[src/hw/ooo_pkg.sv]
package ooo_pkg;

    localparam int XLEN  = 32;
    localparam int TAG_W = 6;   // Tag 0 is no register
    localparam int N     = 2;   // Dispatch width and CDB lanes

    typedef enum logic {
        FU_ALU,
        FU_MULT
    } fu_kind_e;

    typedef enum logic [2:0] {
        ADD,
        SUB,
        AND,
        XOR,
        MUL
    } alu_func_e;

    // Source operand, a tag while waiting and the value once ready
    typedef union packed {
        logic [XLEN-1:0] value;
        struct packed {
            logic [XLEN-TAG_W-1:0] pad;
            logic [TAG_W-1:0]      tag;
        } src;
    } operand_u;

endpackage

[src/hw/alu_fu.sv]
`timescale 1ns/1ns

module alu_fu (
    input  logic                      clock,
    input  logic                      reset,
    input  logic                      issue_valid,
    input  ooo_pkg::alu_func_e        issue_func,
    input  logic [ooo_pkg::XLEN-1:0]  issue_a,
    input  logic [ooo_pkg::XLEN-1:0]  issue_b,
    input  logic [ooo_pkg::TAG_W-1:0] issue_tag,
    input  logic                      taken,
    output logic                      avail,
    output logic                      done,
    output logic [ooo_pkg::XLEN-1:0]  result,
    output logic [ooo_pkg::TAG_W-1:0] tag
);
    logic [ooo_pkg::XLEN-1:0] alu_out;

    always_comb begin
        case (issue_func)
            ooo_pkg::SUB: alu_out = issue_a - issue_b;
            ooo_pkg::AND: alu_out = issue_a & issue_b;
            ooo_pkg::XOR: alu_out = issue_a ^ issue_b;
            default:      alu_out = issue_a + issue_b;
        endcase
    end

    // A packet on its way also needs the result register next cycle
    assign avail = !issue_valid && !(done && !taken);

    always_ff @(posedge clock) begin
        if (reset) begin
            done <= 1'b0;
        end else if (issue_valid) begin
            done <= 1'b1;
        end else if (taken) begin
            done <= 1'b0;
        end
    end

    always_ff @(posedge clock) begin
        if (issue_valid) begin
            result <= alu_out;
            tag    <= issue_tag;
        end
    end

endmodule

[config.mk]
export PLATFORM = sky130hd
export DESIGN_NAME = alu_fu
export DESIGN_NICKNAME = d
export VERILOG_FILES = /design/src/hw/ooo_pkg.sv /design/src/hw/alu_fu.sv
export SDC_FILE = /design/constraint.sdc
export NUM_CORES = 1
export LEC_CHECK = 0
export ABC_AREA = 1
export ABC_CLOCK_PERIOD_IN_PS = 4600
export BUFFER_PORTS_ARGS = -buffer_cell sky130_fd_sc_hd__buf_2
export CORE_MARGIN = 3
export CORE_UTILIZATION = 60
export DETAILED_ROUTE_END_ITERATION = 8
export GPL_TIMING_DRIVEN = 0
export PLACE_DENSITY = 0.85
export SLEW_MARGIN = 25
export SYNTH_ARGS = -nofsm -noshare
export SYNTH_HDL_FRONTEND = slang
export SYNTH_SLANG_ARGS = --single-unit
[constraint.sdc]
create_clock -name clock -period 4.6 [get_ports clock]
set_input_delay 0.92 -clock clock [delete_from_list [all_inputs] [get_ports clock]]
set_output_delay 0.92 -clock clock [all_outputs]
set_load 0.03 [all_outputs]
[Yosys cells after proc, flatten, opt, wreduce, memory -nomap -nowiden]
Index checks and enable logic that the tools add are counted.
Widths: inputs -> output; s select.
Storage, ports and cells
  flip-flop bits (word level): 39
  logic and storage cells: 19
  output and inout port bits: 40
Cells by class
  reduce and logical (&&, ||, !) cells: 6
  add/subtract/negate cells: 2
  eq/ne operators: 3
  multiplexer cells: 3
  bitwise operators: 2
Operators by type and width (number)
  $pmux 32 s3: 1
  $add 32x32->32: 1
  $and 32x32->32: 1
  $sub 32x32->32: 1
  $xor 32x32->32: 1
  $eq 3x2->1 const B: 2
  $eq 3x1->1 const B: 1
  $logic_not 1->1: 3
  $logic_and 1x1->1: 2
  $mux 1: 2
  $reduce_bool 2->1: 1

[Logic depth before layout (Yosys ltp)]
  depth in word-level cells: 4
  depth in mapped cells: 25
  mapped depth without buffers: 25

[Worst setup path after synthesis]
No wires, ideal clock.
  path kind: input port to flip-flop
  start: input port issue_b[0] (netlist name)
  end: register result[26] (netlist name) (data pin)
  arrival time: 3.075 ns
  stages: 22
  data required time: 4.343 ns
  setup slack: 1.269 ns
  buffers on the path: 0
  cells stage by stage: inv_1 -> ha_1 -> inv_1 -> nor3_2 -> nand3_2 -> nor2_4 -> nand2_4 -> nor2_8 -> nand2_2 -> nand2_2 -> xor2_2 -> ha_1 -> nand2_1 -> inv_1 -> nand2_1 -> nand2_1 -> a21oi_1 -> nor2_1 -> nor2_1 -> nand3_1 -> nand3_1 -> nand2_1
Between the ends
  cells in the longest elaborated chain, start to end: 2
  elaborated cells between the ends (all ways): 3
  classes of those cells: add/sub (2); mux (1)
Ends and longest elaborated chain
  from (decl): RTL line alu_fu.sv:9  | input logic [ooo_pkg::XLEN-1:0] issue_b,
  $add 32x32->32 or $sub 32x32->32 (tied branches): RTL line alu_fu.sv:24, alu_fu.sv:21
  $pmux 32 s3 *: RTL line alu_fu.sv:20  | case (issue_func)
  net alu_out, one bit: RTL line alu_fu.sv:17  | logic [ooo_pkg::XLEN-1:0] alu_out;
  to (signal assigned): RTL line alu_fu.sv:43  | result <= alu_out;
  to (decl): RTL line alu_fu.sv:14  | output logic [ooo_pkg::XLEN-1:0] result,
Mark *: on every way through the listed nets, which the timed path passes. The rest lies on a longest branch.
A chain may end at the register's enable or synchronous reset.

[Worst setup path in the final report]
  start: input port issue_b[0] (netlist name)
  end: register result[25] (netlist name) (data pin)
Same word-level chain as after synthesis.

==> reports/results.ini <==
[power_and_ir_drop]
power.density_nw_per_um2=250.5
internal-power_mw=0.8850
p_sw_frac=0.4351
finalPower_mw=1.567
pwr-share-clk=0.202
worst_ir_drop_vdd_mv=0.1709
p_sw_mw=0.6816
pwr-share-comb=0.498
seqPwrFrac=0.300
p_leak_nw=3.499

[hold_path]
hp-start=done$_SDFFE_PP0P_
min_delay_worst_endpoint=done$_SDFFE_PP0P_
hold_path_class=reg -> reg
hold_depth=2

[critical_path]
cp-end-kind=flop
r2r_cells=2
critical-path-max-stage-delay_ns=0.42
path_class=in -> reg
r2r_slack_ns=3.93
crit_path_cell_trace=buf_2, inv_1, ha_1, inv_1, nor3_2, nand3_2, nor2_4, nand3_1, xor2_1, nand2_1, o21ai_0, ha_1, nand2_1, nor2_1, nand2_1, nand3b_1, nand2_1, nand2_1, nand3_1, nand2_1
crit_arrival_ns=3.86
cp.required_ns=4.66
critPathLaunchType=input pin
r2r-end=done$_SDFFE_PP0P_
cp_max_fo=5
r2r-start=done$_SDFFE_PP0P_
cpMaxStageDelayCell=ha_1
crit_top_cell=nand2_1

[grt]
grt_pass1_wl_um=26200
antenna_found_initial=0
grt_usage=0.3266
grt_overflow_total=0
grt_max_degree=40
grt_pass1_vias=5425

[timing]
layout_min_cycle_time_ns=3.800
fmax_mhz=263.2
setup_viol=0
period_share=0.8261
hold_viol_final=0
finalSetupTns_ns=0
rsz0062_at_grt=false
slew_headroom=0.3639
finClkSkew_ns=0
worst_pin_slew_ns=0.9542
drv_slew=0

[final_layout]
antennaDiodeCount=0
fin_nets=1106
drive_above_1_share=0.1710
final_cell_mix=275 x nand2_1, 130 x inv_1, 121 x buf_2
syn2layout_area_growth_pct=15.37
final_common_cell=nand2_1

[synth]
ys_types=39
synth_area_leaders=edfxtp_1 21%, nand2_1 19%, ha_1 15%, inv_1 9.0%, nor2_1 5.8%
netlist.area_leader.share=0.2105
async_reset_ff_frac=0
syn_avg_cell_area_sq_um=6.445
synthCells=841
ys.flop_type=edfxtp_1
synth_seq_cells=39
synth-edff-count=38
synth_nets=983
netlist_area_sq_um=5420
yosysTopAreaCell=edfxtp_1
yosysWarnings=0
synth_seq_area_share=0.2142

[flow_run]
cap_violations=0

[floorplanning]
die_y_um=101.0
core_sq_um=8763
row_count=34
die_w_um=101.0
die_area_sq_um=10210
io_pins=117
start_util=0.6185

[clocking]
clk_latency_ns=0.30
htreeDepth=2
root_buffer=clkbuf_8
numCtsBuffers=5
cts_hold_repair.buffers=0
cts_setup_buffers=0
cts-resized-gates=0
cts.reportedPaths.clkPinSlew_ns=0.09
clock_sinks=39
cts_buffer_depth=2
cts_tree=done

[routing]
vias=5903
drc_errors=0
totalWireLength_um=16600
via_per_inst=5.501
drtIter0Drc=444
wire_per_inst_um=15.47
dr.pass1.iters=6
antenna_left=0

[place]
gp_congestion=1.026
hpwlAfterDp_um=13650
port_buffers=116

[status]
status=finished clean

==> per-layer routing <==
metal | wire, um | vias to the layer above | global-route usage
li1 | - | 2976 | -
met1 | 7262 | 2595 | 0.4613
met2 | 7086 | 294 | 0.5070
met3 | 1688 | 38 | 0.04913
met4 | 560 | 0 | 0.1125
met5 | 0 | - | 0
==> state kept, by name, summed over array words and instances, names as in the netlist <==
signal and flops:
result 32, done 1, tag 6
==> logic make-up after synthesis <==
logic type | count (synthesis) | synth area share
and+or+nand+nor | 456 | 0.3613
DFF | 39 | 0.2142
buffers and inverters | 143 | 0.1016
AOI/OAI and AO/OA | 108 | 0.1203
adders and majority gates | 65 | 0.1514
xor gates and xnor gates | 30 | 0.05125
==> how the worst max path moves through the flow <==
| stage | from | endpoint | slack [ns] | depth (start not counted) |
|---|---|---|---|---|
| detailed placement | issue_b[0] | result[25]$_DFFE_PP_ | 0.51 | 20 |
| floorplan | issue_b[0] | result[26]$_DFFE_PP_ | 1.27 | 22 |
| global placement | issue_b[0] | result[25]$_DFFE_PP_ | 0.53 | 20 |
| CTS | issue_b[0] | result[25]$_DFFE_PP_ | 0.82 | 20 |
| finish | issue_b[0] | result[25]$_DFFE_PP_ | 0.80 | 20 |
| global route | issue_b[0] | result[26]$_DFFE_PP_ | 0.43 | 21 |
==> through the flow <==
step / instances / hold slack, ns / setup slack [ns] / util / instance area [sq um]
finish: 1073 / 0.5432 / 0.7999 / 0.7136 / 6254
global route: 1073 / 0.5795 / 0.4285 / 0.7136 / 6254
CTS: 1073 / 0.5455 / 0.8187 / 0.7136 / 6254
detailed placement: 1065 / 0.5233 / 0.5147 / 0.7002 / 6136
global placement: 1065 / 0.4863 / 0.5330 / 0.7002 / 6136
floorplan: 841 / 0.9137 / 1.269 / - / 5420
==> worst max-delay path, delay by kind of cell <==
family	cells	cell delay [ns]
AO/OA/AOI/OAI	1	0.12
XOR/XNOR	1	0.17
adder cells (fa/ha/maj)	2	0.58
buffers and inverters	3	0.25
AND/OR/NAND/NOR	13	1.81
==> synthesized netlist by cell type, drive strengths merged (8+ instances only) <==
master / n
nand3b: 9
o21ai: 31
inv: 132
nand4: 8
xnor2: 8
a21oi: 37
nand2: 287
edfxtp: 38
a22oi: 31
nor2: 93
xor2: 22
nor3: 9
ha: 64
nand3: 46
==> area by class of cell <==
type | count | area (sq um)
fillers | 827 | 2510
flip-flops and latches | 39 | 1161
plain buffers | 11 | 55.05
clock inverters | 2 | 35.03
clock buffers | 6 | 82.58
inverters | 132 | 495.5
repair buffers | 116 | 580.6
multi-input cells | 659 | 3709
well taps | 108 | 135.1
==> power by group through the flow <==
stage	combinational, mW	clock, mW	sequential, mW
2_1_floorplan	0.420	0	0.588
3_3_place_gp	0.752	0	0.476
3_5_place_dp	0.763	0	0.477
4_1_cts	0.767	0.323	0.470
5_1_grt	0.870	0.325	0.476
6_report	0.780	0.316	0.470
Power figures use the tool's default switching activity.
