**config.mk**
```make
export PLATFORM = sky130hd
export DESIGN_NAME = cdb_arb
export DESIGN_NICKNAME = d
export VERILOG_FILES = /design/src/hw/ooo_pkg.sv /design/src/hw/cdb_arb.sv
export SDC_FILE = /design/constraint.sdc
export NUM_CORES = 1
export LEC_CHECK = 0
export ABC_CLOCK_PERIOD_IN_PS = 6100
export BUFFER_PORTS_ARGS = -buffer_cell sky130_fd_sc_hd__buf_4
export CORE_ASPECT_RATIO = 0.75
export CORE_MARGIN = 2
export CORE_UTILIZATION = 40
export DETAILED_ROUTE_END_ITERATION = 10
export PLACE_DENSITY = 0.87
export SLEW_MARGIN = 20
export SYNTH_ARGS = -nofsm -noshare
export SYNTH_HDL_FRONTEND = slang
export SYNTH_SLANG_ARGS = --single-unit
```
**constraint.sdc**
```tcl
create_clock -name vclk -period 6.1
set_clock_uncertainty 0.2 [all_clocks]
set_input_delay 1.83 -clock vclk [all_inputs]
set_output_delay 1.83 -clock vclk [all_outputs]
set_load 0.03 [all_outputs]
```
**src/hw/ooo_pkg.sv**
```systemverilog
package ooo_pkg;

    localparam int XLEN  = 32;
    localparam int TAG_W = 6;   // Tag 0 is no register
    localparam int N     = 2;   // Dispatch width and CDB lanes

    typedef enum logic {
        FU_ALU,
        FU_MULT
    } fu_kind_e;

    typedef enum logic [2:0] {
        ADD,
        SUB,
        AND,
        XOR,
        MUL
    } alu_func_e;

    // Source operand, a tag while waiting and the value once ready
    typedef union packed {
        logic [XLEN-1:0] value;
        struct packed {
            logic [XLEN-TAG_W-1:0] pad;
            logic [TAG_W-1:0]      tag;
        } src;
    } operand_u;

endpackage

```
**src/hw/cdb_arb.sv**
```systemverilog
`timescale 1ns/1ns

module cdb_arb #(
    parameter int NUM_ALU = 2
) (
    input  logic [NUM_ALU-1:0]                        alu_done,
    input  logic [NUM_ALU-1:0][ooo_pkg::XLEN-1:0]     alu_result,
    input  logic [NUM_ALU-1:0][ooo_pkg::TAG_W-1:0]    alu_tag,
    input  logic                                      mult_done,
    input  logic [ooo_pkg::XLEN-1:0]                  mult_result,
    input  logic [ooo_pkg::TAG_W-1:0]                 mult_tag,
    output logic [NUM_ALU-1:0]                        alu_taken,
    output logic                                      mult_taken,
    output logic [ooo_pkg::N-1:0]                     cdb_valid,
    output logic [ooo_pkg::N-1:0][ooo_pkg::TAG_W-1:0] cdb_tag,
    output logic [ooo_pkg::N-1:0][ooo_pkg::XLEN-1:0]  cdb_value
);

    always_comb begin
        int lane;
        lane       = 0;
        cdb_valid  = '0;
        cdb_tag    = '0;
        cdb_value  = '0;
        alu_taken  = '0;
        mult_taken = 1'b0;

        if (mult_done) begin   // Multiplier always wins lane 0
            cdb_valid[0] = 1'b1;
            cdb_tag[0]   = mult_tag;
            cdb_value[0] = mult_result;
            mult_taken   = 1'b1;
            lane         = 1;
        end

        for (int j = 0; j < NUM_ALU; j++) begin
            if (alu_done[j] && lane < ooo_pkg::N) begin
                cdb_valid[lane] = 1'b1;
                cdb_tag[lane]   = alu_tag[j];
                cdb_value[lane] = alu_result[j];
                alu_taken[j]    = 1'b1;
                lane            = lane + 1;
            end
        end
    end

endmodule

```
# After elaboration in Yosys (flattened, before gate mapping)
# Index checks and enable logic that the tools add are counted.
[totals]
regBits = 0
word_cells = 42
[op_classes]
addsub = 1
order_cmp = 6
n_mux = 29
n_bitwise = 2
reduce_logical = 4
[op_table]
columns = ["cell", "n"]
rows = [
  ["bitwise mux 64 bit", 2],
  ["< comparator 32 x 3 -> 1 bit, second input constant", 4],
  ["two-way mux 32 bit", 4],
  ["two-way mux 64 bit", 2],
  ["demux 32 bit (select 1 bit)", 2],
  ["greater-or-equal comparator 32 x 1 -> 1 bit, second input constant", 2],
  ["adder 32 x 2 -> 32 bit, second input constant", 1],
  ["bitwise mux 12 bit", 2],
  ["two-way mux 12 bit", 2],
  ["two-way mux 6 bit", 3],
  ["demux 6 bit (select 1 bit)", 2],
  ["two-way mux 1 bit", 6],
  ["logical AND 1 bit", 4],
  ["two-way mux 2 bit", 2],
  ["demux 1 bit (select 1 bit)", 2],
  ["bitwise OR 1 x 2 -> 2 bit", 1],
  ["bitwise OR 2 bit", 1],
]

# Longest topological paths before layout
# Gate-level depths: netlist of the first run.
[logic_depth]
depth_word = 10
depth_mapped = 9
depth_no_buf = 4

# Least setup slack after synthesis of the first run
# OpenSTA, ideal clock, no wires.
[synth_path]
kind = "input -> output"
from = "input port mult_done"
to = "output port cdb_tag[5] (netlist name)"
arrival_ns = 3.525
t_required_ns = 4.070
path_slack_ns = 0.545
stages = 9
n_path_buf = 5
cell_sequence = "clkbuf_2 > buf_2 > buf_2 > inv_1 > ha_1 > clkbuf_1 > clkbuf_1 > nor4bb_1 > a31oi_1"
[synth_lines]
columns = ["item", "line_no", "source"]
rows = [
  ["from (decl)", "cdb_arb.sv:9", "input logic mult_done,"],
  ["to (decl)", "cdb_arb.sv:15", "output logic [ooo_pkg::N-1:0][ooo_pkg::TAG_W-1:0] cdb_tag,"],
]

==> qor.yml, run 1 <==
final_cell_mix: "210 x buf_4, 40 x nand3b_1, 39 x nand2_1"
ant_nets: 0
setup-tns-final_ps: 0
cp_data_arrival_time_ps: 3550
cp-endpoint: "cdb_value[46]"
gr-total-overflow: 0
wire_per_inst_um: 16.23
post_cts_resized: 0
whs_ps: 3815
cp_max_fo: 29
drive_above_1_share_pct: 55.23
outcome: "finished, final reports clean"
grt_max_degree: 54
vias_per_cell: 5.768
synth_compound_area_share_pct: 11.80
required_ps: 4070
syn_area_per_cell_um2: 7.370
cp-end-kind: "primary output"
crit_path_start_kind: "primary input"
area_growth_pct: 69.36
register_area_um2: 0
grt_pass1_vias: 2557
ys_types: 16
slowest_delay_ps: 390
layout_commonest_cell: "buf_4"
rsz0062_at_grt: "no"
die_h_um: 66.43
yosys_warnings: 0
ir_drop_mv: 0.05908
yosys.area_share.simple_pct: 51.54
drc: 0
clkbuf_count: 0
synth_area_um2: 2078
path_cells: "buf_4 > inv_1 > ha_1 > nand3b_1 > buf_4 > mux2_2 > buf_4"
grt.total_usage_pct: 24.92
drv_cap: 0
cts_setup_buffers: 0
gp_congestion: 0.8361
slew-limit-headroom_pct: 71.32
yosys.area_share.xor_xnor_pct: 0
p_leak_nw: 1.883
grt_pass1_wl_um: 11960
synthMuxAreaShare_pct: 24.20
nets: 571
cp-startpoint: "alu_done[0]"
synthCells: 282
drt_wl_total_um: 8260
start_util_pct: 41.94
synth_top_family_by_area: "simple AND/OR/NAND/NOR gates"
setup_viol: 0
hold_viol_final: 0
finalMaxSlewViolations: 0
max_clock_freq_mhz: 179.1
seq_cell_count: 0
synthAdderAreaFrac_pct: 1.806
final_util_pct: 71.04
seq_area_frac_synth_pct: 0
num-fill-cells: 410
antenna_cells: 0
core_area_um2: 4955
power_density_nw_per_um2: 101.8
dr.pass1.iters: 4
drt_iter0_markers: 131
worst-setup-path-type: "primary input to primary output"
holdCritPathClass: "primary input to primary output"
postCtsHoldBufs: 0
worstMarginPinSlew_ps: 430.2
numPortBuffers: 198
antenna_found_initial: 0
fin_crit_sh_pct: 91.52
rows: 22
path_common_cell: "buf_4"
place_hpwl_um: 6256
fin_crit_ps: 5583
slowest_stage: "mux2_2"
vias: 2936
ioPinCount: 198
synth.net_count: 402
die_area_um2: 5794
die_w_um: 87.23
-- worst min-delay path by stage --
stage,startpoint,to,slack (ps),cells after the start
final,alu_result[61],cdb_value[61],3810,3
after global routing,alu_result[56],cdb_value[56],3830,3
after CTS,alu_result[61],cdb_value[61],3820,3
after detailed placement,alu_result[61],cdb_value[61],3820,3
after global placement,alu_result[59],cdb_value[59],3810,3
after floorplan,alu_done[0],alu_taken[0],3590,1
-- cells by family after synthesis --
| logic type | after synthesis |
|---|---|
| adder cells (fa/ha/maj) | 3 |
| AO/OA/AOI/OAI | 39 |
| multiplexers | 38 |
| AND/OR/NAND/NOR | 156 |
| buffers and inverters | 46 |
-- through the flow --
stage / power, mW / area [um2] / worst slack [ps] / cells
6_report: 0.3583 / 3520 / 517.0 / 509
5_1_grt: 0.3774 / 3520 / 408.4 / 509
4_1_cts: 0.3585 / 3520 / 505.1 / 509
3_5_place_dp: 0.3578 / 3520 / 510.5 / 509
3_3_place_gp: 0.3526 / 3520 / 595.1 / 509
2_1_floorplan: 0.2097 / 2078 / 544.9 / 282
-- cell usage after synthesis --
library cell | n | area [um2]
nor4bb_1 | 38 | 380.4
mux2_4 | 20 | 300.3
inv_1 | 3 | 11.26
mux2_2 | 18 | 202.7
clkbuf_2 | 1 | 5.000
buf_4 | 3 | 22.52
clkbuf_1 | 25 | 93.84
nor2b_1 | 1 | 6.260
nand2_1 | 39 | 146.4
a31oi_1 | 38 | 237.7
nand3b_1 | 40 | 300.3
buf_2 | 11 | 55.05
a21o_1 | 1 | 7.510
ha_1 | 3 | 37.54
buf_6 | 3 | 33.78
and3_1 | 38 | 237.7
-- power by group --
group          internal (mW)  switching, mW
Sequential                 0              0
Combinational          0.167          0.191
Clock                      0              0
Total                  0.167          0.191
-- area by class of cell --
class                           instances  area [um2]  share of cell area, %
Multi-Input combinational cell        236        1857                  52.75
Timing Repair Buffer                  210        1577                  44.79
Tap cell                               60       75.07                  2.133
Inverter                                3       11.26                 0.3199
-- worst max-delay path, delay by kind of cell --
family	cells	cell delay, ps
fa+ha+maj	1	300
buf+inv	4	880
simple gates	1	130
mux	1	390
-- per-layer routing --
| metal | vias to the layer above | routed length (um) | GRT usage (%) |
|---|---|---|---|
| met5 | - | 0 | 0 |
| met4 | 0 | 112 | 4.615 |
| met3 | 10 | 635 | 2.622 |
| met2 | 132 | 4265 | 48.09 |
| met1 | 1383 | 3247 | 29.77 |
| li1 | 1411 | - | - |
(Power assumes the default switching activity.)
==> inputs of run 2 (changes only) <==
--- a/config.mk
+++ b/config.mk
@@ -7,11 +7,13 @@
 export LEC_CHECK = 0
 export ABC_CLOCK_PERIOD_IN_PS = 6100
 export BUFFER_PORTS_ARGS = -buffer_cell sky130_fd_sc_hd__buf_4
+export CELL_PAD_IN_SITES_DETAIL_PLACEMENT = 0
+export CELL_PAD_IN_SITES_GLOBAL_PLACEMENT = 2
 export CORE_ASPECT_RATIO = 0.75
 export CORE_MARGIN = 2
-export CORE_UTILIZATION = 40
+export CORE_UTILIZATION = 19
 export DETAILED_ROUTE_END_ITERATION = 10
-export PLACE_DENSITY = 0.87
+export PLACE_DENSITY_LB_ADDON = 0.1
 export SLEW_MARGIN = 20
 export SYNTH_ARGS = -nofsm -noshare
 export SYNTH_HDL_FRONTEND = slang
==> qor.yml, run 2 (synthesis gave the netlist of run 1 again) <==
num-fill-cells: 1177
grt.total_usage_pct: 14.95
cp_data_arrival_time_ps: 3510
drt_wl_total_um: 9633
crit_path_start_kind: "primary input"
area_growth_pct: 73.57
outcome: "finished, final reports clean"
path_common_cell: "buf_4"
p_leak_nw: 1.872
ir_drop_mv: 0.03781
finalMaxSlewViolations: 0
critPathTopFamily: "buffers and inverters"
grt_pass1_wl_um: 14710
die_area_um2: 11800
setup_viol: 0
slew-limit-headroom_pct: 55.88
post_cts_resized: 0
max_clock_freq_mhz: 180.4
start_util_pct: 19.28
vias: 2821
required_ps: 4070
setup-tns-final_ps: 0
drv_cap: 0
gp_congestion: 0.7436
rsz0062_at_grt: "no"
die_w_um: 124.8
holdCritPathClass: "primary input to primary output"
placed_area_um2: 3607
dr.pass1.iters: 4
grtUsageMet1_pct: 20.61
slowest_stage: "buf_4"
fin_crit_ps: 5543
cts_setup_buffers: 0
final_area_um2: 3607
cp-end-kind: "primary output"
antenna_cells: 0
grtUsageMet2_pct: 25.46
nets: 569
worst-setup-path-type: "primary input to primary output"
die_h_um: 94.58
whs_ps: 3815
ioPinCount: 198
multi_input_area_um2: 1859
seq_cell_count: 0
path_buf_inv: 4
final_cell_mix: "208 x buf_4, 40 x nand3b_1, 39 x nand2_1"
wire_per_inst_um: 16.41
vias_per_cell: 4.806
drt_iter0_markers: 68
grt_pass1_vias: 2731
gr-total-overflow: 0
register_area_um2: 0
fin_crit_sh_pct: 90.86
numPortBuffers: 198
place_hpwl_um: 6793
core_area_um2: 10780
drc: 0
grt_max_degree: 86
grt_use_met3_pct: 3.286
path_cells: "buf_4 > ha_2 > buf_4 > nand3b_1 > buf_4 > a31oi_1 > buf_4"
rows: 33
cp_max_fo: 33
grt-busiest-layer: "met2"
antenna_found_initial: 0
slowest_delay_ps: 360
drive_above_1_share_pct: 55.26
hold_viol_final: 0
power_density_nw_per_um2: 99.83
layout_commonest_cell: "buf_4"
worstMarginPinSlew_ps: 661.8
clkbuf_count: 0
ant_nets: 0
postCtsHoldBufs: 0
-- run 2: changes by cell type in the layout (fill, tap and decap cells not counted) --
cell / previous run / this run
buf_4: 210 / 208
ha_1: 3 / 2
ha_2: 0 / 1
-- run 2: final cells by class --
class / instances / share of cell area (%)
inverter: 3 / 0.3122
multi-input combinational: 236 / 51.54
tap: 140 / 4.856
timing repair buffer: 208 / 43.29
-- run 2: power by group --
group	total, mW	internal [mW]	switching [mW]
registers	0	0	0
clock network	0	0	0
logic	0.360	0.166	0.194
-- run 2: final timing paths --
path / startpoint / endpoint / slack [ps] / cells past startpoint
setup / recovery: mult_done / cdb_value[28] / 560 / 7
hold / removal: alu_result[56] / cdb_value[56] / 3810 / 3
-- run 2: routing by layer --
metal | up-vias | share of wire (%)
met5 | - | 0
met4 | 0 | 0
met3 | 0 | 7.9
met2 | 112 | 45
met1 | 1305 | 47
li1 | 1404 | -
-- run 2: per-stage QoR --
stage | setup WS (ps) | util, % | std cells | total power, mW
after floorplan | 544.9 | - | 282 | 0.2097
after global placement | 548.2 | 33.47 | 587 | 0.3652
after detailed placement | 535.7 | 33.47 | 587 | 0.3631
after CTS | 525.4 | 33.47 | 587 | 0.3641
after global routing | 409.9 | 33.47 | 587 | 0.3836
final | 557.3 | 33.47 | 587 | 0.3601
