==> src/hw/ooo_pkg.sv <==
package ooo_pkg;

    localparam int XLEN  = 32;
    localparam int TAG_W = 6;   // Tag 0 is no register
    localparam int N     = 2;   // Dispatch width and CDB lanes

    typedef enum logic {
        FU_ALU,
        FU_MULT
    } fu_kind_e;

    typedef enum logic [2:0] {
        ADD,
        SUB,
        AND,
        XOR,
        MUL
    } alu_func_e;

    // Source operand, a tag while waiting and the value once ready
    typedef union packed {
        logic [XLEN-1:0] value;
        struct packed {
            logic [XLEN-TAG_W-1:0] pad;
            logic [TAG_W-1:0]      tag;
        } src;
    } operand_u;

endpackage

==> src/hw/mult_fu.sv <==
`timescale 1ns/1ns

module mult_fu #(
    parameter int MULT_STAGES = 3
) (
    input  logic                      clock,
    input  logic                      reset,
    input  logic                      issue_valid,
    input  ooo_pkg::alu_func_e        issue_func,
    input  logic [ooo_pkg::XLEN-1:0]  issue_a,
    input  logic [ooo_pkg::XLEN-1:0]  issue_b,
    input  logic [ooo_pkg::TAG_W-1:0] issue_tag,
    input  logic                      taken,
    output logic                      avail,
    output logic                      done,
    output logic [ooo_pkg::XLEN-1:0]  result,
    output logic [ooo_pkg::TAG_W-1:0] tag
);
    logic [MULT_STAGES-1:0]                     stage_valid;
    logic [MULT_STAGES-1:0][ooo_pkg::TAG_W-1:0] stage_tag;
    logic [MULT_STAGES-1:0][ooo_pkg::XLEN-1:0]  stage_prod;
    logic                                       stall;

    // Top CDB priority keeps the stall rare
    assign stall  = stage_valid[MULT_STAGES-1] && !taken;
    assign avail  = !stall;
    assign done   = stage_valid[MULT_STAGES-1];
    assign result = stage_prod[MULT_STAGES-1];
    assign tag    = stage_tag[MULT_STAGES-1];

    always_ff @(posedge clock) begin
        if (reset) begin
            stage_valid <= '0;
        end else if (!stall) begin
            stage_valid[0] <= issue_valid && (issue_func == ooo_pkg::MUL);
            for (int s = 1; s < MULT_STAGES; s++) begin
                stage_valid[s] <= stage_valid[s-1];
            end
        end
    end

    always_ff @(posedge clock) begin
        if (!stall) begin
            stage_prod[0] <= issue_a * issue_b;   // Low word only
            stage_tag[0]  <= issue_tag;
            for (int s = 1; s < MULT_STAGES; s++) begin
                stage_prod[s] <= stage_prod[s-1];
                stage_tag[s]  <= stage_tag[s-1];
            end
        end
    end

endmodule

==> config.mk <==
export PLATFORM = sky130hd
export DESIGN_NAME = mult_fu
export DESIGN_NICKNAME = d
export VERILOG_FILES = /design/src/hw/ooo_pkg.sv /design/src/hw/mult_fu.sv
export SDC_FILE = /design/constraint.sdc
export NUM_CORES = 1
export LEC_CHECK = 0
export ABC_AREA = 0
export BUFFER_PORTS_ARGS = -buffer_cell sky130_fd_sc_hd__buf_2
export CORE_MARGIN = 1.5
export CORE_UTILIZATION = 23
export CTS_CLUSTER_SIZE = 24
export DETAILED_ROUTE_END_ITERATION = 12
export GPL_TIMING_DRIVEN = 0
export PLACE_DENSITY = 0.35
export SYNTH_ARGS = -nofsm -noshare
export SYNTH_HDL_FRONTEND = slang
export SYNTH_SLANG_ARGS = --single-unit
==> constraint.sdc <==
create_clock -name clock -period 12.8 [get_ports clock]
set_clock_uncertainty 0.05 [all_clocks]
set_input_delay 0.64 -clock clock [delete_from_list [all_inputs] [get_ports clock]]
set_output_delay 0.64 -clock clock [all_outputs]
set_load 0.01 [all_outputs]
Word-level counts from Yosys, hierarchy flattened
Index checks and enable logic that the tools add are counted.
{"block": "classes", "n_mul": 1, "n_reduce_logical": 4, "eq_ne": 1}
{"operator": "multiplier 32 x 32 -> 32 bit", "count": 1}
{"operator": "== test 3 bit (second input constant)", "count": 1}
{"operator": "logical AND 1 bit", "count": 2}
{"operator": "logical NOT 1 bit", "count": 2}
{"block": "totals", "reg_bits": 117, "output_inout_bits": 40, "inputBits": 77, "elab_cells": 13}

Logic depth before layout (Yosys ltp)
Gate-level depths: netlist of the first run.
{"block": "depth", "depth_word": 3, "ltp_mapped": 26, "depth_no_buf": 24}

Worst setup path before layout of the first run
OpenSTA, ideal clock, no wires.
{"block": "synth_timing", "kind": "input to register", "start": "in issue_b[2] in the netlist's numbering", "end": "reg stage_prod[31] in the netlist's numbering (data pin)", "t_required_ns": 12.490, "arrival_ns": 6.869, "slack_ns": 5.621, "cell_stages": 24, "path_buffers": 2, "setup_time_ns": 0.260, "cell_sequence": "clkbuf_1 clkbuf_1 and2_1 fa_1 inv_1 fa_1 fa_1 fa_1 inv_1 fa_1 inv_1 fa_1 inv_1 fa_1 fa_1 ha_1 nand2_1 o21ai_0 a311oi_2 o211ai_2 a41oi_2 a211oi_1 a211o_1 xnor2_1"}
{"block": "synth_via", "elab_chain_cells": 1}
{"element": "start: declaration", "line": "mult_fu.sv:11", "source": "input logic [ooo_pkg::XLEN-1:0] issue_b,"}
{"element": "multiplier 32 x 32 -> 32 bit", "line": "mult_fu.sv:44", "source": "stage_prod[0] <= issue_a * issue_b;"}
{"element": "end signal: indexed assignment", "line": "mult_fu.sv:47", "source": "stage_prod[s] <= stage_prod[s-1];"}
{"element": "end: declaration", "line": "mult_fu.sv:21", "source": "logic [MULT_STAGES-1:0][ooo_pkg::XLEN-1:0] stage_prod;"}
No other way between the ends.
A chain may end at the register's enable or synchronous reset.

Final worst setup path of the first run
{"block": "layout_timing", "start": "in issue_a[3] in the netlist's numbering", "end": "reg stage_prod[31] in the netlist's numbering (data pin)"}
{"block": "layout_via", "elab_chain_cells": 1}
{"element": "start: declaration", "line": "mult_fu.sv:10", "source": "input logic [ooo_pkg::XLEN-1:0] issue_a,"}
{"element": "multiplier 32 x 32 -> 32 bit", "line": "mult_fu.sv:44"}
No other way between the ends.

==> results.toml, run 1 <==
[die]
core_area_sq_mm = 0.0840
num_io_pins = 117
floorplan.initialDensity = 0.233
die_w_um = 295
fp.dieH_um = 295
design.die.area_sq_mm = 0.0870
fp-row-count = 106

[synth]
synth_enable_flop_cells = 114
async_flop_share = 0
postSynthAreaPerCell_sq_um = 10.5
synth-warning-count = 0
ys_dominant_reg_cell = "sky130_fd_sc_hd__edfxtp_1"
syn_inst = 1873
postSynthNetCount = 2481
synth_seq_cells = 117
synthesis.area_sq_mm = 0.0196
post_synth_num_cell_types = 46
synth-seq-area-share = 0.178

[cts]
cts_root_buffer = "sky130_fd_sc_hd__clkbuf_16"
clk-insertion-delay-late_ns = 0.47
tritoncts = "done"
number_of_buffers_on_the_longest_clock_path = 2
cts_hold_buf = 0
clkSlewWorstSetupHoldPaths_ns = 0.06
cts_buffers = 17
tritoncts_sinks = 117
post_cts_buffers = 0
post_cts_resized = 0
htreeDepth = 4

[critical_path]
required_ns = 12.96
cp_slowest_stage_delay_ns = 1.06
critical_path_peak_fanout = 10
crit_arrival_ns = 8.66
list_of_cells_traversed_by_the_critical_path = "buf_2 > clkbuf_1 > clkbuf_1 > and2_1 > fa_1 > fa_1 > fa_1 > inv_1 > fa_1 > inv_1 > ha_1 > ha_1 > fa_1 > fa_1 > ha_1 > a21oi_2 > o21ai_2 > a311oi_2 > o211ai_2 > a41oi_2 > a211oi_1 > a211o_1 > xnor2_1"
setup.worst_path.end_class = "register"
critical_path_class = "in2reg"
cp-start-kind = "input pin"
slowest_stage = "sky130_fd_sc_hd__clkbuf_1"
cp_common_cell = "sky130_fd_sc_hd__fa_1"

[grt]
via_count_of_the_first_global_routing_pass = 14500
grt_max_degree = 78
wire_length_of_the_first_global_routing_pass_mm = 99.6
antenna_found_initial = 11
global_route.overflow_total = 0
grtUsageTotal = 0.163

[layout]
flow.area_growth_from_synthesis_pct = 13.7
num-fill-cells = 9043
final_nets = 2615
final_layout_size_suffix_gt1_frac = 0.0980
finish.utilization = 0.265
finalInstanceArea_sq_mm = 0.0223

[outcome]
outcome = "finished clean"

[place]
gp_congestion = 0.832
post_detailed_placement_cell_area_sq_mm = 0.0216
number_of_port_buffers = 114
hpwlAfterDp_mm = 55.3

[worst_hold_path]
hp-class = "in2reg"

[routing]
dr_total_vias = 13000
vias_per_cell = 4.10
drt_first_pass_iters = 5
detail_routed_net_length_per_standard_cell_um = 21.3
final_antenna_net_count = 0
route.detailed.drc = 0
wirelength_mm = 67.5
drt-initial-drc-count = 691

[timing]
finalHoldViolCount = 0
final-setup-viol-count = 0
setup_total_negative_slack_ns = 0
layout_min_cycle_time_ns = 8.51
maxClockFrequency_ghz = 0.118
unrepaired_setup_endpoints_after_global_routing = "false"
slew_viol_final = 0
timing_worst_slew_pin_value_ns = 1.35
post-route-period-util = 0.665
slew_headroom = 0.101

[run]
timing.max_cap.violations = 0
[worst max-delay path: cells and delay by family]
family          cells  cell delay, ns
fa+ha+maj           9            3.74
buf+inv             5            2.03
compound gates      7            1.82
simple gates        1            0.27
xor+xnor            1            0.12
[placed cells by master, fill, tap and decap left out, types with 3 or more instances in the layout]
cell type                   instances
sky130_fd_sc_hd__o21ai_2            3
sky130_fd_sc_hd__xor2_1            19
sky130_fd_sc_hd__a211oi_1           3
sky130_fd_sc_hd__nand2_1          182
sky130_fd_sc_hd__and3_2             3
sky130_fd_sc_hd__fa_1             408
sky130_fd_sc_hd__nor2_1            13
sky130_fd_sc_hd__edfxtp_1         114
sky130_fd_sc_hd__xnor2_1           67
sky130_fd_sc_hd__buf_2            114
sky130_fd_sc_hd__clkbuf_1          84
sky130_fd_sc_hd__o21ai_0           12
sky130_fd_sc_hd__a21o_1             7
sky130_fd_sc_hd__ha_1             123
sky130_fd_sc_hd__o21a_1             3
sky130_fd_sc_hd__nand3_1            4
sky130_fd_sc_hd__and2_1           369
sky130_fd_sc_hd__inv_1            359
sky130_fd_sc_hd__a21oi_1           26
sky130_fd_sc_hd__clkbuf_16         17
sky130_fd_sc_hd__bufinv_16          5
sky130_fd_sc_hd__dfxtp_1            3
sky130_fd_sc_hd__nand2b_1           4
sky130_fd_sc_hd__diode_2            8
sky130_fd_sc_hd__buf_4             38
sky130_fd_sc_hd__o21bai_1           4
[layout make-up]
cell class                 instances  area [sq um]  area share
antenna                            8          20.0    0.000899
buffer                           118           587      0.0263
clock buffer                      23           458      0.0206
clock inverter                     9           176     0.00792
inverter                         360          1360      0.0609
multi-input combinational       1278         14200       0.636
sequential                       117          3480       0.156
tap                             1134          1420      0.0637
timing repair buffer             115           598      0.0269
[per-stage QoR]
step | setup WS, ns | std cells | hold slack [ns]
5_1_grt | 3.99 | 3154 | 0.247
2_1_floorplan | 5.62 | 1873 | 0.350
3_3_place_gp | 3.74 | 3121 | 0.350
6_report | 4.29 | 3162 | 0.293
3_5_place_dp | 3.72 | 3122 | 0.355
4_1_cts | 4.25 | 3154 | 0.229
[cell families after synthesis]
family | count (synthesis) | synth area share
buffers and inverters | 478 | 0.0989
AO/OA/AOI/OAI | 75 | 0.0267
adder cells (fa/ha/maj) | 531 | 0.495
AND/OR/NAND/NOR | 586 | 0.163
flip-flops | 117 | 0.178
XOR/XNOR | 86 | 0.0384
[synth_stat cells, drive strengths merged (2+ instances only)]
cell type | number | area share
nor2b | 2 | 0.00064
and2 | 370 | 0.12
nand4 | 2 | 0.00064
nand2b | 4 | 0.0013
a211o | 2 | 0.00089
nand3 | 5 | 0.0015
fa | 408 | 0.42
o211ai | 2 | 0.0010
o311ai | 2 | 0.00089
xor2 | 19 | 0.0085
and3 | 3 | 0.0011
edfxtp | 114 | 0.17
o21ai | 15 | 0.0044
nor2 | 13 | 0.0025
o21a | 3 | 0.0011
o21bai | 4 | 0.0015
dfxtp | 3 | 0.0031
a21o | 7 | 0.0027
xnor2 | 67 | 0.030
a21oi | 28 | 0.0075
inv | 360 | 0.069
nand2 | 182 | 0.035
a2111oi | 2 | 0.0019
buf | 38 | 0.015
a211oi | 3 | 0.0011
clkbuf | 80 | 0.015
ha | 123 | 0.079
[registers in the layout (all words and copies together), names as in the netlist]
register,count
result,32
stage_valid,3
stage_tag,12
tag,6
stage_prod,64
[final timing paths]
check,start,to,slack (ns),depth (start not counted)
setup / recovery,issue_a[3],stage_prod[31],4.29,23
hold / removal,issue_tag[0],stage_tag[0],0.29,1
setup reg to reg,stage_valid[2],stage_prod[1],10.99,3
hold reg to reg,stage_prod[10],stage_prod[42],0.36,0
[per-layer routing]
layer	vias up	global-route usage	wire, um
met1	6807	0.218	30800
met3	41	0.0214	2840
met5	-	0	0
li1	5817	-	-
met4	0	0.0377	981
met2	287	0.278	32800
Power of run 1 is not shown: default switching activity piles up to over one toggle a cycle in this logic, so the estimate is an artifact.
==> run 2: changes to the inputs <==
- PLACE_DENSITY: 0.35 -> 0.36
- clock period: 12.8 -> 6.82 ns (I/O delays scaled with it)
==> run 2 against run 1 <==
Compared with the run above: utilization rose by 0.60 points; sequential share of layout area fell by 0.35 points; critical path depth down 3; cell count hardly changed; global-route usage decreased by 0.078 points; flip-flop and latch count is the same; non-clock buffer count rose by 5; setup slack got worse by 4.1 ns; routed wire length shrank 0.68%; clock-buffer cell count is 5 lower; first-iteration DRC count fell by 16%; critical endpoint unchanged; largest cell class unchanged.
==> results.toml, run 2 (synthesis results as in run 1) <==
[routing]
vias_per_cell = 4.09
detail_routed_net_length_per_standard_cell_um = 21.2
dr_total_vias = 12900
route.detailed.drc = 0
final_antenna_net_count = 0
wirelength_mm = 67.0
drt-initial-drc-count = 577
drt_first_pass_iters = 5

[grt]
grt_max_degree = 79
grtUsageTotal = 0.162
global_route.overflow_total = 0
via_count_of_the_first_global_routing_pass = 14700
wire_length_of_the_first_global_routing_pass_mm = 99.3
antenna_found_initial = 11

[layout]
final_layout_size_suffix_gt1_frac = 0.145
largest_register_ffs = 64
num-fill-cells = 8876
final_nets = 2620
layout.cells.most_common_list = "sky130_fd_sc_hd__fa_1 (399), sky130_fd_sc_hd__and2_1 (368), sky130_fd_sc_hd__inv_1 (356)"
layout.cells.most_common = "sky130_fd_sc_hd__fa_1"
multiInputGateArea_sq_mm = 0.0143
layout.cells.non_filler = 3163
area.sequential_sq_mm = 0.00348
flow.area_growth_from_synthesis_pct = 16.2
finish.utilization = 0.271
top_register = "stage_prod"

[die]
design.die.area_sq_mm = 0.0870
die_w_um = 295
fp.dieH_um = 295
fp-row-count = 106
core_area_sq_mm = 0.0840
num_io_pins = 117
floorplan.initialDensity = 0.233

[timing]
post-route-period-util = 0.976
final-setup-viol-count = 0
slew_viol_final = 0
unrepaired_setup_endpoints_after_global_routing = "false"
timing_worst_slew_pin_value_ns = 1.06
finalHoldViolCount = 0
maxClockFrequency_ghz = 0.150
slew_headroom = 0.296
layout_min_cycle_time_ns = 6.66
finalHoldWorstSlack_ns = 0.0996

[critical_path]
critical_path.top_delay_family = "adder cells"
critPathBufInv = 5
cp_common_cell = "sky130_fd_sc_hd__fa_1"
slowest_stage = "sky130_fd_sc_hd__fa_1"
ff2ff_setup_slack_ns = 5.06
critical_path_class = "in2reg"
worstReg2RegStart = "stage_valid[2]"
cp_slowest_stage_delay_ns = 0.57
crit_arrival_ns = 6.80
r2r.worst_path.cells = 3
rr_endpoint = "result[29]"
required_ns = 6.96
cp-start-kind = "input pin"
setup.worst_path.start = "issue_b[13]"
critical_path_peak_fanout = 10
list_of_cells_traversed_by_the_critical_path = "buf_2 > clkbuf_2 > nand2_1 > fa_1 > fa_1 > fa_1 > inv_1 > fa_1 > inv_1 > fa_1 > inv_1 > fa_1 > fa_1 > fa_1 > ha_1 > and3_2 > a41oi_4 > a211oi_2 > a211o_1 > xnor2_1"
setup.worst_path.end_class = "register"

[cts]
clk-insertion-delay-late_ns = 0.45
tritoncts = "done"
number_of_buffers_on_the_longest_clock_path = 2
cts_root_buffer = "sky130_fd_sc_hd__clkbuf_16"
cts_buffers = 17
clkSlewWorstSetupHoldPaths_ns = 0.06
htreeDepth = 4
tritoncts_sinks = 117

[worst_hold_path]
hold_path_end = "stage_valid[0]"
hp-class = "in2reg"
hold_depth = 3
worst_hold_startpoint = "issue_func[2]"

[run]
timing.max_cap.violations = 0

[place]
dpl.cell_count = 3122
gp_congestion = 0.833
hpwlAfterDp_mm = 54.9
number_of_port_buffers = 114

[outcome]
outcome = "finished clean"
[run 2: final cells by class]
type	instances	area share
multi-input combinational	1278	0.629
clock inverter	13	0.00588
clock buffer	18	0.0188
inverter	360	0.0596
sequential	117	0.153
tap	1134	0.0623
antenna	5	0.000549
buffer	109	0.0374
timing repair buffer	129	0.0337
[run 2: worst reg2reg max path, stage by stage, from the launching register on]
cell and delay [ns]:
sky130_fd_sc_hd__dfxtp_1 0.33, sky130_fd_sc_hd__nor2b_1 0.39, sky130_fd_sc_hd__inv_6 0.24, sky130_fd_sc_hd__buf_16 0.30
[run 2: worst max-delay path by stage]
stage / to / slack [ns] / cells after the start
2_1_floorplan: stage_prod[31] / 0.07 / 24
3_3_place_gp: stage_prod[31] / -1.82 / 23
3_5_place_dp: stage_prod[31] / -2.00 / 23
4_1_cts: stage_prod[31] / 0.004 / 20
5_1_grt: stage_prod[31] / 0.0004 / 20
6_report: stage_prod[31] / 0.16 / 20
[run 2: metal layers]
layer / track usage / routed length (um) / vias to the layer above
li1: - / - / 5816
met1: 0.209 / 29700 / 6763
met2: 0.267 / 31700 / 278
met3: 0.0266 / 2720 / 76
met4: 0.0705 / 2750 / 6
met5: 0 / 41 / -
[run 2: repair_timing]
item                       CTS  global route
buffers inserted             5             2
hold buffers                 7             0
gates resized for setup    109           111
setup endpoints to repair   17             9
cloned                       0             0
pin swaps                   11            22
hold endpoints to repair     9             0
[run 2: through the flow]
stage / setup TNS [ns] / setup WS [ns] / area, sq um
4_1_cts: 0 / 0.00423 / 22600
3_3_place_gp: -22.38 / -1.82 / 21600
2_1_floorplan: 0 / 0.0741 / 19600
3_5_place_dp: -25.88 / -2.00 / 21600
5_1_grt: 0 / 0.000350 / 22800
6_report: 0 / 0.164 / 22800
Power of run 2 is left out for the same reason.
==> run 3: changes to the inputs <==
- CORE_UTILIZATION: 23 -> 40
- PLACE_DENSITY: 0.36 -> 0.56
==> run 3 against run 2 <==
Compared with the run above: final area shrank 3.0%; setup slack worse by 0.038 ns; global-route usage rose by 7.8 points; cell count is 16% lower; clock-buffer cell count is 1 lower; first-iteration DRC count grew 31%; worst hold slack improved by 0.0016 ns; register-to-register slack hardly changed; via count up 1.8%; sequential share of layout area rose by 0.47 points; non-clock buffer count rose by 3; critical endpoint unchanged; largest cell class unchanged; highest routed layer is now met4.
==> results.toml, run 3 (synthesis results as in run 1) <==
[outcome]
outcome = "finished clean"

[timing]
maxClockFrequency_ghz = 0.149
setup_total_negative_slack_ns = 0
slew_viol_final = 0
final-setup-viol-count = 0
timing_worst_slew_pin_value_ns = 1.11
slew_headroom = 0.257
finalHoldViolCount = 0
layout_min_cycle_time_ns = 6.69
post-route-period-util = 0.981

[layout]
final_layout_size_suffix_gt1_frac = 0.142
largest_register_ffs = 64
layout.cells.most_common_list = "sky130_fd_sc_hd__fa_1 (403), sky130_fd_sc_hd__and2_1 (368), sky130_fd_sc_hd__inv_1 (358)"
top_register = "stage_prod"
layout.cells.most_common = "sky130_fd_sc_hd__fa_1"
finalInstanceArea_sq_mm = 0.0221
flow.area_growth_from_synthesis_pct = 12.7
num-fill-cells = 4620
final_nets = 2623

[cts]
cts_root_buffer = "sky130_fd_sc_hd__clkbuf_16"
htreeDepth = 4
tritoncts_sinks = 117
clkSlewWorstSetupHoldPaths_ns = 0.06
number_of_buffers_on_the_longest_clock_path = 2
cts_buffers = 17
clk-insertion-delay-late_ns = 0.45
tritoncts = "done"

[place]
number_of_port_buffers = 114
hpwlAfterDp_mm = 46.0
post_detailed_placement_cell_area_sq_mm = 0.0210
gp_congestion = 0.917

[critical_path]
setup.worst_path.end_class = "register"
critical_path_peak_fanout = 10
critical_path_class = "in2reg"
crit_arrival_ns = 6.83
required_ns = 6.96
cp-start-kind = "input pin"

[die]
num_io_pins = 117
floorplan.initialDensity = 0.408
fp-row-count = 80
die_w_um = 224
design.die.area_sq_mm = 0.0503
fp.dieH_um = 224
core_area_sq_mm = 0.0480

[routing]
routed.top_layer = "met4"
drt_first_pass_iters = 5
route.detailed.drc = 0
dr_total_vias = 13200
wirelength_mm = 56.7
detailroute.wirelength.met3_mm = 3.94
detail_routed_net_length_per_standard_cell_um = 21.4
final_antenna_net_count = 0
drt-initial-drc-count = 758
wire_length_on_met2_mm = 26.6
vias_per_cell = 4.98
met1Wirelength_mm = 24.3

[grt]
via_count_of_the_first_global_routing_pass = 14200
wire_length_of_the_first_global_routing_pass_mm = 87.1
global_route.overflow_total = 0
grt_max_degree = 74
antenna_found_initial = 3
grtUsageTotal = 0.240

[worst_hold_path]
hp-class = "in2reg"

[run]
timing.max_cap.violations = 0
-- run 3: cell types whose count changed in the layout (fill, tap and decap cells not counted), moves of 3 or more --
| cell | before | now |
|---|---|---|
| sky130_fd_sc_hd__clkbuf_1 | 14 | 18 |
| sky130_fd_sc_hd__buf_4 | 61 | 57 |
| sky130_fd_sc_hd__inv_6 | 2 | 6 |
| sky130_fd_sc_hd__buf_2 | 104 | 110 |
| sky130_fd_sc_hd__clkinv_4 | 1 | 5 |
| sky130_fd_sc_hd__fa_1 | 399 | 403 |
| sky130_fd_sc_hd__ha_2 | 5 | 2 |
| sky130_fd_sc_hd__clkinvlp_4 | 5 | 1 |
| sky130_fd_sc_hd__buf_8 | 5 | 2 |
| sky130_fd_sc_hd__fa_2 | 9 | 5 |
-- run 3: final timing paths --
| check | start | endpoint | slack (ns) | cells past startpoint |
|---|---|---|---|---|
| worst max-delay path | issue_b[9] | stage_prod[31] | 0.13 | 23 |
| worst min-delay path | issue_func[2] | stage_valid[0] | 0.10 | 3 |
| worst max register to register | stage_valid[2] | stage_prod[35] | 5.06 | 3 |
| worst min register to register | stage_tag[7] | tag[1] | 0.36 | 0 |
-- run 3: area by class of cell --
class | instances | area (sq um) | area share
inverters | 360 | 1350 | 0.0613
repair buffers | 131 | 774 | 0.0351
clock inverters | 15 | 169 | 0.00765
plain buffers | 110 | 783 | 0.0355
multi-input cells | 1278 | 14300 | 0.648
diodes | 5 | 12.5 | 0.000566
clock buffers | 17 | 425 | 0.0193
flip-flops and latches | 117 | 3480 | 0.158
well taps | 615 | 769 | 0.0348
-- run 3: layer usage --
layer / track usage / up-vias
met5: 0 / -
met4: 0.100 / 0
met3: 0.0421 / 72
met2: 0.383 / 452
met1: 0.325 / 6813
li1: - / 5837
-- run 3: critical path, stage by stage --
cell	delay (ns)
sky130_fd_sc_hd__buf_2	0.20
sky130_fd_sc_hd__clkbuf_2	0.37
sky130_fd_sc_hd__nand2_1	0.14
sky130_fd_sc_hd__fa_1	0.51
sky130_fd_sc_hd__inv_1	0.06
sky130_fd_sc_hd__fa_1	0.43
sky130_fd_sc_hd__fa_1	0.48
sky130_fd_sc_hd__inv_1	0.05
sky130_fd_sc_hd__fa_1	0.52
sky130_fd_sc_hd__inv_1	0.05
sky130_fd_sc_hd__fa_1	0.43
sky130_fd_sc_hd__ha_1	0.33
sky130_fd_sc_hd__fa_1	0.50
sky130_fd_sc_hd__fa_1	0.59
sky130_fd_sc_hd__ha_4	0.24
sky130_fd_sc_hd__and3_4	0.19
sky130_fd_sc_hd__a311oi_4	0.33
sky130_fd_sc_hd__o211ai_4	0.16
sky130_fd_sc_hd__a41oi_4	0.25
sky130_fd_sc_hd__buf_12	0.15
sky130_fd_sc_hd__a211oi_2	0.06
sky130_fd_sc_hd__a211o_1	0.30
sky130_fd_sc_hd__xnor2_1	0.13
-- run 3: what timing repair did --
| action | 4_1_cts | 5_1_grt |
|---|---|---|
| resized for setup | 90 | 91 |
| hold buffers | 7 | 0 |
| endpoints found under the hold margin | 9 | 0 |
| endpoints found under the setup margin | 17 | 7 |
| pin swaps | 13 | 22 |
| setup buffers | 6 | 3 |
-- run 3: stage by stage --
| step | utilization | setup WS (ns) | std cells | hold slack (ns) |
|---|---|---|---|---|
| floorplan | - | 0.0741 | 1873 | 0.350 |
| global placement | 0.436 | -1.57 | 2602 | 0.350 |
| detailed placement | 0.437 | -1.63 | 2603 | 0.355 |
| CTS | 0.456 | -0.0214 | 2643 | 0.0519 |
| global route | 0.460 | -0.0234 | 2643 | 0.0870 |
| finish | 0.460 | 0.126 | 2648 | 0.101 |
Power of run 3 is left out for the same reason.
